$ cat src/hdl/lc3b_pkg.sv
`default_nettype none

package lc3b_pkg;

    localparam int word_width = 16;                  // data and address width
    localparam int reg_count  = 8;                   // architectural registers
    localparam int pc_step    = 2;                   // byte-addressed words

    typedef logic [word_width-1:0] lc3b_word;
    typedef logic [2:0]            lc3b_reg;

    // lc3b encodings, only the supported subset
    typedef enum logic [3:0] {
        op_br  = 4'b0000,
        op_add = 4'b0001,
        op_and = 4'b0101,
        op_ldr = 4'b0110,
        op_str = 4'b0111,
        op_not = 4'b1001
    } lc3b_opcode;

    typedef enum logic [1:0] {
        alu_add  = 2'b00,
        alu_and  = 2'b01,
        alu_not  = 2'b10,
        alu_pass = 2'b11
    } lc3b_aluop;

    // execute stage controls
    typedef struct packed {
        lc3b_aluop   aluop;
        logic        offset6_lsse;                   // shift offset6 left by one
        logic [1:0]  alumux_sel;                     // 00 sr2, 10 imm5, 11 adj6
        logic        mdrmux_ex_sel;                  // store data from sr2
    } lc3b_ex_ctrl;

    // memory stage controls
    typedef struct packed {
        logic        d_mem_read;
        logic        d_mem_write;
    } lc3b_mem_ctrl;

    // writeback stage controls
    typedef struct packed {
        lc3b_opcode  opcode;
        logic [1:0]  regfilemux_sel;                 // 00 alu, 01 load data
        logic        load_regfile;
        logic        load_cc;
    } lc3b_wb_ctrl;

    typedef struct packed {
        logic         src2mux_sel;                   // sr2 index from ir[11:9]
        lc3b_ex_ctrl  ex;
        lc3b_mem_ctrl mem;
        lc3b_wb_ctrl  wb;
    } lc3b_control_word;

endpackage : lc3b_pkg

`default_nettype wire

$ cat src/hdl/cpu_control.sv
`default_nettype none
`timescale 1ns/1ps

module cpu_control import lc3b_pkg::*; (
    input  lc3b_opcode       opcode,
    input  logic             ir_4,
    input  logic             ir_5,
    input  logic             ir_11,
    output lc3b_control_word cw
);

    always_comb begin : decode
        // all-zero word is a bubble
        cw = '0;
        cw.wb.opcode = opcode;

        case (opcode)
            op_add: begin
                cw.ex.aluop = alu_add;
                cw.wb.regfilemux_sel = 2'b00;        // alu result
                cw.wb.load_regfile = ir_5 | ~ir_4;   // ir[4] must be clear in register form
                cw.wb.load_cc = ir_5 | ~ir_4;
                if (ir_5) begin
                    cw.ex.alumux_sel = 2'b10;        // imm5
                end else begin
                    cw.ex.alumux_sel = 2'b00;        // sr2
                end
            end
            op_and: begin
                cw.ex.aluop = alu_and;
                cw.wb.regfilemux_sel = 2'b00;
                cw.wb.load_regfile = ir_5 | ~ir_4;
                cw.wb.load_cc = ir_5 | ~ir_4;
                if (ir_5) begin
                    cw.ex.alumux_sel = 2'b10;
                end else begin
                    cw.ex.alumux_sel = 2'b00;
                end
            end
            op_not: begin
                cw.ex.aluop = alu_not;
                cw.wb.regfilemux_sel = 2'b00;
                cw.wb.load_regfile = ir_5 & ir_4;    // low bits of a valid NOT are all ones
                cw.wb.load_cc = ir_5 & ir_4;
            end
            op_ldr: begin
                cw.ex.offset6_lsse = 1'b1;           // word offset
                cw.ex.alumux_sel = 2'b11;            // adj6
                cw.ex.aluop = alu_add;

                cw.mem.d_mem_read = 1'b1;

                cw.wb.regfilemux_sel = 2'b01;        // load data
                cw.wb.load_regfile = 1'b1;
                cw.wb.load_cc = 1'b1;
            end
            op_str: begin
                cw.src2mux_sel = 1'b1;               // read the SR field as sr2

                cw.ex.offset6_lsse = 1'b1;
                cw.ex.alumux_sel = 2'b11;
                cw.ex.aluop = alu_add;
                cw.ex.mdrmux_ex_sel = 1'b1;          // sr2 is the store data

                cw.mem.d_mem_write = 1'b1;
            end
            op_br: begin
                // never taken here, runs as a no-op
            end
            default: begin
                cw.wb.opcode = op_br;                // unsupported opcode runs as a no-op
            end
        endcase
    end

endmodule : cpu_control

`default_nettype wire

$ cat src/hdl/lc3b_regfile.sv
`default_nettype none
`timescale 1ns/1ps

module lc3b_regfile import lc3b_pkg::*; (
    input  logic     clk,
    input  logic     reset,
    input  lc3b_reg  sr1,
    input  lc3b_reg  sr2,
    input  lc3b_reg  dest,
    input  lc3b_word wdata,
    input  logic     load,
    output lc3b_word sr1_out,
    output lc3b_word sr2_out
);

    lc3b_word regs [reg_count];

    always_ff @(posedge clk) begin
        if (reset) begin
            for (int i = 0; i < reg_count; i++) begin
                regs[i] <= '0;
            end
        end else if (load) begin
            regs[dest] <= wdata;
        end
    end

    // read ports, no write bypass
    assign sr1_out = regs[sr1];
    assign sr2_out = regs[sr2];

endmodule : lc3b_regfile

`default_nettype wire

$ cat src/hdl/lc3b_stage_reg.sv
`default_nettype none
`timescale 1ns/1ps

module lc3b_stage_reg #(
    parameter type payload_t = logic
) (
    input  logic     clk,
    input  logic     reset,
    input  logic     stall,
    input  payload_t d,
    output payload_t q
);

    always_ff @(posedge clk) begin
        if (reset) begin
            q <= '0;                                 // bubble
        end else if (!stall) begin
            q <= d;
        end
    end

endmodule : lc3b_stage_reg

`default_nettype wire

$ cat src/hdl/lc3b_mem_stage.sv
`default_nettype none
`timescale 1ns/1ps

module lc3b_mem_stage import lc3b_pkg::*; (
    input  logic         clk,
    input  logic         reset,
    input  lc3b_mem_ctrl mem_ctrl,
    input  lc3b_word     addr,
    input  lc3b_word     store_data,
    output lc3b_word     load_data,
    output logic         stall,
    output logic         psel,
    output logic         penable,
    output logic         pwrite,
    output lc3b_word     paddr,
    output lc3b_word     pwdata,
    input  lc3b_word     prdata,
    input  logic         pready
);

    typedef enum logic [1:0] {
        st_idle,
        st_setup,
        st_access
    } state_t;

    state_t state;
    state_t state_next;
    logic   mem_op;
    logic   done;

    assign mem_op = mem_ctrl.d_mem_read | mem_ctrl.d_mem_write;
    assign done   = (state == st_access) && pready;    // transfer completes this cycle

    always_comb begin
        state_next = state;
        case (state)
            st_idle:   if (mem_op) state_next = st_setup;
            st_setup:  state_next = st_access;
            st_access: if (pready) state_next = st_idle;
            default:   state_next = st_idle;
        endcase
    end

    always_ff @(posedge clk) begin
        if (reset) begin
            state <= st_idle;
        end else begin
            state <= state_next;
        end
    end

    // address and data come straight from the held MEM register
    assign psel    = (state != st_idle);
    assign penable = (state == st_access);
    assign pwrite  = psel & mem_ctrl.d_mem_write;
    assign paddr   = addr;
    assign pwdata  = store_data;

    assign stall     = mem_op & ~done;                 // release on the pready cycle
    assign load_data = (done && mem_ctrl.d_mem_read) ? prdata : '0;

endmodule : lc3b_mem_stage

`default_nettype wire

$ cat src/hdl/lc3b_pipe.sv
`default_nettype none
`timescale 1ns/1ps

module lc3b_pipe import lc3b_pkg::*; (
    input  logic       clk,
    input  logic       reset,
    output lc3b_word   imem_addr,
    input  lc3b_word   imem_rdata,
    output logic       psel,
    output logic       penable,
    output logic       pwrite,
    output lc3b_word   paddr,
    output lc3b_word   pwdata,
    input  lc3b_word   prdata,
    input  logic       pready,
    output logic [2:0] cc
);

    typedef struct packed {
        lc3b_word ir;
    } id_payload_t;

    typedef struct packed {
        lc3b_ex_ctrl  ex;
        lc3b_mem_ctrl mem;
        lc3b_wb_ctrl  wb;
        lc3b_word     sr1_val;
        lc3b_word     sr2_val;
        lc3b_reg      dest;
        logic [4:0]   imm5;
        logic [5:0]   offset6;
    } ex_payload_t;

    typedef struct packed {
        lc3b_mem_ctrl mem;
        lc3b_wb_ctrl  wb;
        lc3b_word     alu_out;
        lc3b_word     store_data;
        lc3b_reg      dest;
    } mem_payload_t;

    typedef struct packed {
        lc3b_wb_ctrl wb;
        lc3b_word    alu_out;
        lc3b_word    load_data;
        lc3b_reg     dest;
    } wb_payload_t;

    lc3b_word         pc;
    logic             stall;
    id_payload_t      id_d, id_q;
    ex_payload_t      ex_d, ex_q;
    mem_payload_t     mem_d, mem_q;
    wb_payload_t      wb_d, wb_q;
    lc3b_control_word cw;
    lc3b_reg          sr2_sel;
    lc3b_word         sr1_val, sr2_val;
    lc3b_word         imm5_sext, adj6, alu_b, alu_out;
    lc3b_word         load_data;
    lc3b_word         wb_data;

    // fetch
    always_ff @(posedge clk) begin
        if (reset) begin
            pc <= '0;
        end else if (!stall) begin
            pc <= pc + lc3b_word'(pc_step);
        end
    end

    assign imem_addr = pc;
    assign id_d.ir   = imem_rdata;

    lc3b_stage_reg #(.payload_t(id_payload_t)) i_id_reg (
        .clk(clk), .reset(reset), .stall(stall), .d(id_d), .q(id_q)
    );

    // decode and register read
    cpu_control i_cpu_control (
        .opcode(lc3b_opcode'(id_q.ir[15:12])),
        .ir_4(id_q.ir[4]),
        .ir_5(id_q.ir[5]),
        .ir_11(id_q.ir[11]),
        .cw(cw)
    );

    assign sr2_sel = cw.src2mux_sel ? id_q.ir[11:9] : id_q.ir[2:0];

    lc3b_regfile i_regfile (
        .clk(clk), .reset(reset),
        .sr1(id_q.ir[8:6]), .sr2(sr2_sel), .dest(wb_q.dest),
        .wdata(wb_data), .load(wb_q.wb.load_regfile),
        .sr1_out(sr1_val), .sr2_out(sr2_val)
    );

    assign ex_d = '{ex: cw.ex, mem: cw.mem, wb: cw.wb, sr1_val: sr1_val, sr2_val: sr2_val,
                    dest: id_q.ir[11:9], imm5: id_q.ir[4:0], offset6: id_q.ir[5:0]};

    lc3b_stage_reg #(.payload_t(ex_payload_t)) i_ex_reg (
        .clk(clk), .reset(reset), .stall(stall), .d(ex_d), .q(ex_q)
    );

    // execute
    assign imm5_sext = {{(word_width-5){ex_q.imm5[4]}}, ex_q.imm5};
    assign adj6 = ex_q.ex.offset6_lsse ? {{(word_width-7){ex_q.offset6[5]}}, ex_q.offset6, 1'b0}
                                       : {{(word_width-6){ex_q.offset6[5]}}, ex_q.offset6};

    always_comb begin
        case (ex_q.ex.alumux_sel)
            2'b10:   alu_b = imm5_sext;
            2'b11:   alu_b = adj6;                   // base plus word offset
            default: alu_b = ex_q.sr2_val;
        endcase
        case (ex_q.ex.aluop)
            alu_add:  alu_out = ex_q.sr1_val + alu_b;
            alu_and:  alu_out = ex_q.sr1_val & alu_b;
            alu_not:  alu_out = ~ex_q.sr1_val;
            alu_pass: alu_out = ex_q.sr1_val;
            default:  alu_out = ex_q.sr1_val;
        endcase
    end

    assign mem_d = '{mem: ex_q.mem, wb: ex_q.wb, alu_out: alu_out,
                     store_data: ex_q.ex.mdrmux_ex_sel ? ex_q.sr2_val : '0, dest: ex_q.dest};

    lc3b_stage_reg #(.payload_t(mem_payload_t)) i_mem_reg (
        .clk(clk), .reset(reset), .stall(stall), .d(mem_d), .q(mem_q)
    );

    // memory
    lc3b_mem_stage i_mem_stage (
        .clk(clk), .reset(reset),
        .mem_ctrl(mem_q.mem), .addr(mem_q.alu_out), .store_data(mem_q.store_data),
        .load_data(load_data), .stall(stall),
        .psel(psel), .penable(penable), .pwrite(pwrite), .paddr(paddr), .pwdata(pwdata),
        .prdata(prdata), .pready(pready)
    );

    // a stalled memory stage sends a bubble down to writeback
    assign wb_d = stall ? '0 : '{wb: mem_q.wb, alu_out: mem_q.alu_out,
                                 load_data: load_data, dest: mem_q.dest};

    lc3b_stage_reg #(.payload_t(wb_payload_t)) i_wb_reg (
        .clk(clk), .reset(reset), .stall(1'b0), .d(wb_d), .q(wb_q)
    );

    // writeback
    assign wb_data = (wb_q.wb.regfilemux_sel == 2'b01) ? wb_q.load_data : wb_q.alu_out;

    always_ff @(posedge clk) begin
        if (reset) begin
            cc <= '0;
        end else if (wb_q.wb.load_cc) begin
            if (wb_data[word_width-1]) begin
                cc <= 3'b100;                        // n
            end else if (wb_data == '0) begin
                cc <= 3'b010;                        // z
            end else begin
                cc <= 3'b001;                        // p
            end
        end
    end

endmodule : lc3b_pipe

`default_nettype wire

$ cat config.mk
export PLATFORM = sky130hd
export DESIGN_NAME = lc3b_pipe
export DESIGN_NICKNAME = d
export VERILOG_FILES = /design/src/hdl/lc3b_pkg.sv /design/src/hdl/cpu_control.sv /design/src/hdl/lc3b_regfile.sv /design/src/hdl/lc3b_stage_reg.sv /design/src/hdl/lc3b_mem_stage.sv /design/src/hdl/lc3b_pipe.sv
export SDC_FILE = /design/constraint.sdc
export NUM_CORES = 1
export LEC_CHECK = 0
export BUFFER_PORTS_ARGS = -buffer_cell sky130_fd_sc_hd__clkbuf_2
export CAP_MARGIN = 5
export CORE_UTILIZATION = 35
export CTS_BUF_LIST = sky130_fd_sc_hd__clkbuf_4
export CTS_CLUSTER_SIZE = 10
export DETAILED_ROUTE_END_ITERATION = 8
export GPL_ROUTABILITY_DRIVEN = 0
export PLACE_DENSITY_LB_ADDON = 0.08
export SLEW_MARGIN = 20
export SYNTH_ARGS = -nofsm -noshare
export SYNTH_HDL_FRONTEND = slang
export SYNTH_HIERARCHICAL = 1
export SYNTH_SLANG_ARGS = --single-unit
$ cat constraint.sdc
create_clock -name clk -period 2.9 [get_ports clk]
set_input_delay 0 -clock clk [delete_from_list [all_inputs] [get_ports clk]]
set_output_delay 0 -clock clk [all_outputs]
set_load 0.05 [all_outputs]
**Word-level counts from Yosys, hierarchy flattened**

Memory sizes are Yosys's and may differ from the RTL's. A register that Yosys moved wholly into a read port is not among the register bits.
Cells that the tools add are included.

- Register bits: 142
- Bits in writable memories: 128
- Input port bits: 35
- Memories: 1

- Add/sub/neg operators: 2
- Equality and inequality tests: 15
- Muxes and demuxes: 26
- Bitwise gates (word level): 10
- Reduce and logical (&&, ||, !) cells: 14

Memories:

| memory | depth | width | rd ports | clocked after Yosys merged registers in | wr ports | line | text |
|---|---|---|---|---|---|---|---|
| i_regfile.regs | 8 | 16 | 2 | 2 | 8 | lc3b_regfile.sv:16 | `lc3b_word regs [reg_count];` |

Operator list:

| cell | number |
|---|---|
| $pmux W16 S4 | 1 |
| $mux W16 | 3 |
| $pmux W16 S2 | 1 |
| $add A16 B16 Y16 | 1 |
| $add A16 B2 Y16 const B | 1 |
| $and A16 B16 Y16 | 1 |
| $logic_not A16 Y1 | 1 |
| $not A16 Y16 | 1 |
| $reduce_or A16 Y1 | 1 |
| $eq A4 B3 Y1 const B | 3 |
| $eq A2 B2 Y1 const B | 5 |
| $mux W1 | 9 |
| $mux W3 | 3 |
| $pmux W3 S3 | 1 |
| $mux W2 | 4 |
| $pmux W2 S2 | 2 |
| $eq A2 B1 Y1 const B | 3 |
| $mux W6 | 1 |
| $pmux W2 S3 | 1 |
| $reduce_or A2 Y1 | 3 |
| $eq A4 B1 Y1 const B | 1 |
| $eq A4 B4 Y1 const B | 1 |
| $logic_not A2 Y1 | 2 |
| $ne A2 B1 Y1 const B | 2 |
| other kinds (8) | 15 |

**Longest topological paths before layout**

Gate-level depths: netlist (run 1).

- Depth after elaboration: 5
- Depth in mapped cells: 15
- Gate-level depth less buffers: 14

**By module**

Netlist (run 1), hierarchy kept.

By module, submodules not included:

| module | times used | cells each | area each (sq um) |
|---|---|---|---|
| lc3b_regfile | 1 | 430 | 6910.4 |
| lc3b_pipe | 1 | 402 | 3031.7 |
| lc3b_stage_reg (i_ex_reg) | 1 | 200 | 2229.6 |
| lc3b_stage_reg (i_mem_reg) | 1 | 145 | 1635.3 |
| lc3b_stage_reg (i_wb_reg) | 1 | 139 | 1564.0 |
| lc3b_stage_reg (i_id_reg) | 1 | 52 | 580.6 |
| lc3b_mem_stage | 1 | 61 | 475.5 |
| cpu_control | 1 | 26 | 191.4 |

**Worst setup path before layout (run 1)**

OpenSTA, ideal clock, no wires.

- Kind: reg-to-reg
- Start: register i_ex_reg/q[59] (netlist bit)
- End: register i_mem_reg/q[27] (netlist bit)
- Setup time: 117 ps
- Arrival time: 2765 ps
- Required time: 2783 ps
- Slack: 18 ps
- Stages on the path, launching flop included: 14
- Path buffers: 1
- Period minus slack after synthesis: 2882 ps
- Path through: dfxtp_1 > clkbuf_1 > mux2i_1 > a21oi_1 > mux2_2 > ha_1 > a21o_1 > nor2_1 > a21oi_1 > or2_1 > a2111o_1 > o211a_1 > mux2i_1 > nor2_1

- Word-level cells in the longest chain between the ends: 4

Ends and longest elaborated chain:

| item | line | text |
|---|---|---|
| start, declared | lc3b_stage_reg.sv:11 | `output payload_t q` |
| start signal, assigned | lc3b_stage_reg.sv:16 | `q <= '0;` |
| start signal, assigned | lc3b_stage_reg.sv:18 | `q <= d;` |
| $mux W6 | lc3b_pipe.sv:105 | `assign adj6 = ex_q.ex.offset6_lsse ? {{(word_width-7){ex_q.offset6[5]}}, ex_q.offset6, 1'b0}` |
| $pmux W16 S2 | lc3b_pipe.sv:109 | `case (ex_q.ex.alumux_sel)` |
| $add A16 B16 Y16 | lc3b_pipe.sv:115 | `alu_add: alu_out = ex_q.sr1_val + alu_b;` |
| $pmux W16 S4 | lc3b_pipe.sv:114 | `case (ex_q.ex.aluop)` |
| net alu_out[8] | lc3b_pipe.sv:58 | `lc3b_word imm5_sext, adj6, alu_b, alu_out;` |
| end signal, assigned | lc3b_stage_reg.sv:16 |  |
| end signal, assigned | lc3b_stage_reg.sv:18 |  |
| end, declared | lc3b_stage_reg.sv:11 |  |

The timed path passes the listed nets, and every way through them passes these cells.
A chain may end at the register's enable or synchronous reset.

**Final worst setup path (run 1)**

- Start: register i_ex_reg/q[59] (netlist bit)
- End: register i_mem_reg/q[31] (netlist bit)

The elaborated chain is that of the path after synthesis.

==> flow_metrics.tcl, run 1 <==
set metrics [dict create \
    crit_slowest_cell "dfxtp_4" \
    setup_viol 0 \
    fmax_ghz 0.364 \
    grt.overflow.total 0 \
    nets 1640 \
    routed_wl_mm 45.6 \
    cts_sinks 302 \
    synthCells 1410 \
    worst_ep_required_time_ns 3.55 \
    cts_tree "built" \
    p_int_mw 7.28 \
    finalCritPeriodShare_pct 94.9 \
    vdd_drop_max_mv 0.203 \
    cts-root-buf "clkbuf_4" \
    clkTransAtPathRegs_ns 0.06 \
    fin_tns_setup_ns 0 \
    r2r_cells 15 \
    dieHeight_um 217 \
    avgSynthCellArea_sq_um 11.5 \
    grt_pass1_wl_mm 69.4 \
    crit_arrival_ns 3.40 \
    clockBufferDepth 3 \
    grt_max_degree 67 \
    slowest_delay_ns 0.37 \
    wl_per_cell_um 20.3 \
    hold_end "i_mem_stage/state[1]" \
    timing.rr.end "i_mem_reg/q[31]" \
    grt_use_total_pct 19.7 \
    ys_warn_count 6 \
    status "completed" \
    utilization_pct 41.6 \
    crit_top_cell "buf_4" \
    worst_slew_pin_slew_ns 0.922 \
    numCtsBuffers 85 \
    drive_gt1_share_pct 26.6 \
    drv_slew 0 \
    fin_area_sq_mm 0.0189 \
    antenna_found_initial 1 \
    crit_buf_inv 3 \
    cp_top_family "compound AO/OA/AOI/OAI gates" \
    final_hold_viol_count 0 \
    io_buffers 87 \
    via_per_inst 5.04 \
    maxSlewHeadroom_pct 38.4 \
    swShare_pct 27.3 \
    start_util_pct 35.5 \
    io-pin-count 89 \
    switchingPower_mw 2.74 \
    die_w_um 217 \
    hold_class "in2reg" \
    cellLeakagePower_nw 7.25 \
    worstSetupStartpointType "flip-flop" \
    worstPathMaxFanout 6 \
    num_vias 11300 \
    post-route-min-period_ns 2.75 \
    syn_area_sq_mm 0.0162 \
    coreArea_sq_mm 0.0455 \
    drcViolationCount 0 \
    rows 78 \
    place_area_sq_mm 0.0171 \
    r2r_slack_ns 0.15 \
    path_cells "buf_4 > nand3b_1 > a31oi_2 > ha_2 > inv_1 > fa_2 > nor2b_2 > o21bai_1 > a21oi_2 > buf_4 > o32ai_4 > nor2_2 > a211oi_2 > mux2i_1 > nor2_1" \
    seqPwrFrac_pct 47.5 \
    cap_violations 0 \
    htreeDepth 3 \
    clk_latency_ns 0.80 \
    dieArea_sq_mm 0.0470 \
    critPathKind "reg2reg" \
    grt_pass1_vias 11500 \
    clockPowerShare_pct 39.2 \
    area_growth_pct 17.1 \
    rsz0062_at_grt "yes" \
    worstReg2RegStart "i_ex_reg/q[59]" \
    drtPass1Iterations 5 \
    holdCritStartpoint "pready" \
    ant_nets 0 \
    p_per_area_mw_per_mm2 529 \
    power_frac_comb_pct 13.3 \
    cp-end-kind "flip-flop" \
    hold_depth 4 \
    dp.final_hpwl_mm 30.8 \
    fin_skew_ns 0.0408 \
    drtIter0Drc 601 \
]
## worst max-delay path by stage
stage	to	slack [ns]	depth (start not counted)	start
floorplan	i_mem_reg/q[27]	0.02	13	i_ex_reg/q[59]
global placement	i_mem_reg/q[27]	-0.08	16	i_ex_reg/q[59]
detailed placement	i_mem_reg/q[27]	-0.08	13	i_ex_reg/q[59]
CTS	i_mem_reg/q[27]	0.01	16	i_ex_reg/q[59]
global route	i_mem_reg/q[25]	-0.04	16	i_ex_reg/q[59]
finish	i_mem_reg/q[31]	0.15	15	i_ex_reg/q[59]
## cells in the final DEF, fill, tap and decap left out, drive strengths merged, types with 36 or more instances in the layout
master,count
and2,36
buf,89
clkbuf,221
dfxtp,174
dlygate4sd3,64
edfxtp,128
mux2,60
mux2i,177
mux4,64
nor2,190
nor2b,50
nor3,135
## sequential cells by signal (all words and copies together), names as in the netlist
signal and count:
imem_addr 15, i_regfile/regs 128, i_mem_stage/state 2, cc 3, i_id_reg/q 16, i_wb_reg/q 39
i_ex_reg/q 58, i_mem_reg/q 41
## area by class of cell
type | instances | area (sq um)
multi-input cells | 934 | 7830
diodes | 1 | 2.50
clock inverters | 12 | 47.5
fillers | 4513 | 26600
well taps | 600 | 751
inverters | 24 | 90.1
repair buffers | 239 | 1860
flip-flops and latches | 302 | 7330
clock buffers | 135 | 1010
## layer usage
metal  up-vias  global-route usage (%)  wire (um)
li1       5512                       -          -
met1      5513                    25.7      20800
met2       214                    32.2      21700
met3        78                    3.35       1800
met4         0                    8.26       1290
met5         -                       0          0
## power groups by stage
stage / Combinational (mW) / Clock (mW) / Sequential (mW)
2_1_floorplan: 0.913 / 0 / 4.78
3_3_place_gp: 1.23 / 0 / 4.85
3_5_place_dp: 1.24 / 0 / 4.85
4_1_cts: 1.32 / 4.09 / 4.76
5_1_grt: 1.45 / 4.30 / 4.78
6_report: 1.33 / 3.92 / 4.76
## repair_timing
action	CTS	global route
gates resized for setup	8	25
hold buffers	64	0
hold endpoints to repair	231	0
pin swaps	2	8
buffers inserted	0	3
setup endpoints to repair	9	11
cloned	0	0
## tightest hold or removal path: cells and delay by family
kind | cells | cell delay, ns
AO/OA/AOI/OAI | 1 | 0.11
buffers and inverters | 2 | 0.67
AND/OR/NAND/NOR | 1 | 0.09
## metrics by stage
step | worst slack [ns] | std cells | hold slack [ns] | total power, mW
after floorplan | 0.0194 | 1411 | 0.0793 | 5.69
after global placement | -0.0765 | 2033 | 0.230 | 6.08
after detailed placement | -0.0819 | 2033 | 0.241 | 6.09
after CTS | 0.0137 | 2244 | 0.0325 | 10.2
after global routing | -0.0417 | 2247 | 0.0991 | 10.5
final | 0.149 | 2247 | 0.123 | 10.0
No activity file was read; power rests on OpenSTA's default activity.
==> run 2: changes to the inputs <==
Settings changed: RECOVER_POWER set to 25.
==> run 2 against run 1 <==
Compared with the run above: core utilization fell by 0.26 points; worst setup slack got worse by 0.0044 ns; largest cell class unchanged; cell area fell by 0.63%; first-iteration DRC count fell by 5.5%; non-clock buffer count did not move; sequential power barely moved.
==> flow_metrics.tcl, run 2 (synthesis results as in run 1) <==
set metrics [dict create \
    status "completed" \
    fin_area_sq_mm 0.0188 \
    cellLeakagePower_nw 7.05 \
    critPathKind "reg2reg" \
    power_frac_comb_pct 13.2 \
    worst_slack_ns 0.145 \
    grt_pass1_vias 11500 \
    nFillCells 4552 \
    ant_nets 0 \
    drtIter0Drc 568 \
    routed_wl_mm 45.6 \
    multiInputGateArea_sq_mm 0.00781 \
    cts_tree "built" \
    pre_cts_ws_ns -0.0819 \
    final_cell_mix "nor2_1, mux2i_1, dfxtp_1" \
    swShare_pct 27.3 \
    grt_pass1_wl_mm 69.4 \
    dp.final_hpwl_mm 30.8 \
    p_per_area_mw_per_mm2 532 \
    grt_max_degree 67 \
    register_area_sq_mm 0.00733 \
    drtPass1Iterations 5 \
    numCtsBuffers 85 \
    hold_class "in2reg" \
    switchingPower_mw 2.73 \
    worstSetupStartpointType "flip-flop" \
    r2r_slack_ns 0.14 \
    hold_depth 4 \
    start_util_pct 35.5 \
    area_growth_pct 16.4 \
    place_area_sq_mm 0.0171 \
    maxSlewHeadroom_pct 17.2 \
    cts-root-buf "clkbuf_4" \
    path_cells "buf_4 > nand3b_1 > a31oi_2 > ha_2 > inv_1 > fa_2 > nor2b_2 > o21bai_1 > a21oi_2 > buf_4 > o32ai_4 > nor2_2 > a211oi_2 > mux2i_1 > nor2_1" \
    htreeDepth 3 \
    final_common_cell "nor2_1" \
    setup_viol 0 \
    p_int_mw 7.26 \
    grt_use_total_pct 19.7 \
    drv_slew 0 \
    coreArea_sq_mm 0.0455 \
    num_vias 11300 \
    regMostFlops "i_regfile/regs" \
    crit_top_cell "buf_4" \
    seqPwrFrac_pct 47.6 \
    crit_arrival_ns 3.41 \
    slowest_delay_ns 0.37 \
    vdd_drop_max_mv 0.203 \
    fmax_ghz 0.363 \
    via_per_inst 5.02 \
    cp-end-kind "flip-flop" \
    rsz0062_at_grt "yes" \
    grt.overflow.total 0 \
    antenna_found_initial 1 \
    io-pin-count 89 \
    clockBufferDepth 3 \
    final_hold_viol_count 0 \
    dieHeight_um 217 \
    worst_ep_required_time_ns 3.55 \
    worstPathMaxFanout 6 \
    clockPowerShare_pct 39.2 \
    crit_slowest_cell "dfxtp_4" \
    wl_per_cell_um 20.3 \
    finalCritPeriodShare_pct 95.0 \
    cap_violations 0 \
    cts_sinks 302 \
    nets 1640 \
    fin_skew_ns 0.0389 \
    clkTransAtPathRegs_ns 0.06 \
    top_regs "i_regfile/regs: 128 flops, i_ex_reg/q: 58 flops, i_mem_reg/q: 41 flops" \
    post-route-min-period_ns 2.76 \
    largest_reg_flops 128 \
    clk_latency_ns 0.79 \
    die_w_um 217 \
    drive_gt1_share_pct 22.8 \
    io_buffers 87 \
    drcViolationCount 0 \
    dieArea_sq_mm 0.0470 \
    worst_slew_pin_slew_ns 1.24 \
    rows 78 \
    r2r_cells 15 \
]
[run 2: through the flow]
step / TNS (ns) / std cells / utilization (%) / hold slack [ns] / power, mW
CTS: 0 / 2244 / 41.3 / 0.0325 / 10.2
global placement: -0.128 / 2033 / 37.5 / 0.230 / 6.08
global route: -0.119 / 2247 / 41.3 / 0.0729 / 10.5
detailed placement: -0.232 / 2033 / 37.5 / 0.241 / 6.09
floorplan: 0 / 1411 / - / 0.0793 / 5.69
finish: 0 / 2247 / 41.3 / 0.101 / 9.99
[run 2: worst max-delay path: cells and delay by family (launching register included)]
kind	cells	cell delay (ns)
AO/OA/AOI/OAI	5	0.70
adder cells (fa/ha/maj)	2	0.58
AND/OR/NAND/NOR	4	0.45
buffers and inverters	3	0.38
flip-flops	1	0.37
multiplexers	1	0.13
[run 2: final cells by class]
cell class	instances	share of cell area, %
antenna	1	0.0133
timing repair buffer	239	9.30
multi-input combinational	934	41.6
sequential	302	39.0
clock inverter	12	0.253
tap	600	3.99
inverter	24	0.479
clock buffer	135	5.39
[run 2: power groups by stage]
stage / logic, mW / registers [mW] / clock network, mW
floorplan: 0.913 / 4.78 / 0
global placement: 1.23 / 4.85 / 0
detailed placement: 1.24 / 4.85 / 0
CTS: 1.32 / 4.76 / 4.09
global route: 1.44 / 4.78 / 4.30
finish: 1.32 / 4.76 / 3.92
[run 2: per-layer routing]
layer / wire (um) / global-route usage [%]
met1: 20800 / 25.7
met2: 21800 / 32.2
met3: 1780 / 3.35
met4: 1240 / 8.26
met5: 0 / 0
[run 2: repair_timing]
item | 4_1_cts | 5_1_grt
pin swaps | 2 | 8
buffers inserted | 0 | 3
hold buffers | 64 | 0
gates resized for setup | 8 | 25
setup endpoints to repair | 9 | 11
hold endpoints to repair | 231 | 0
[run 2: final timing paths]
path	start	to
worst max-delay path	i_ex_reg/q[59]	i_mem_reg/q[31]
worst min-delay path	pready	i_mem_stage/state[1]
worst min register to register	i_mem_reg/q[0]	i_mem_reg/q[0]
worst max register to register	i_ex_reg/q[59]	i_mem_reg/q[31]
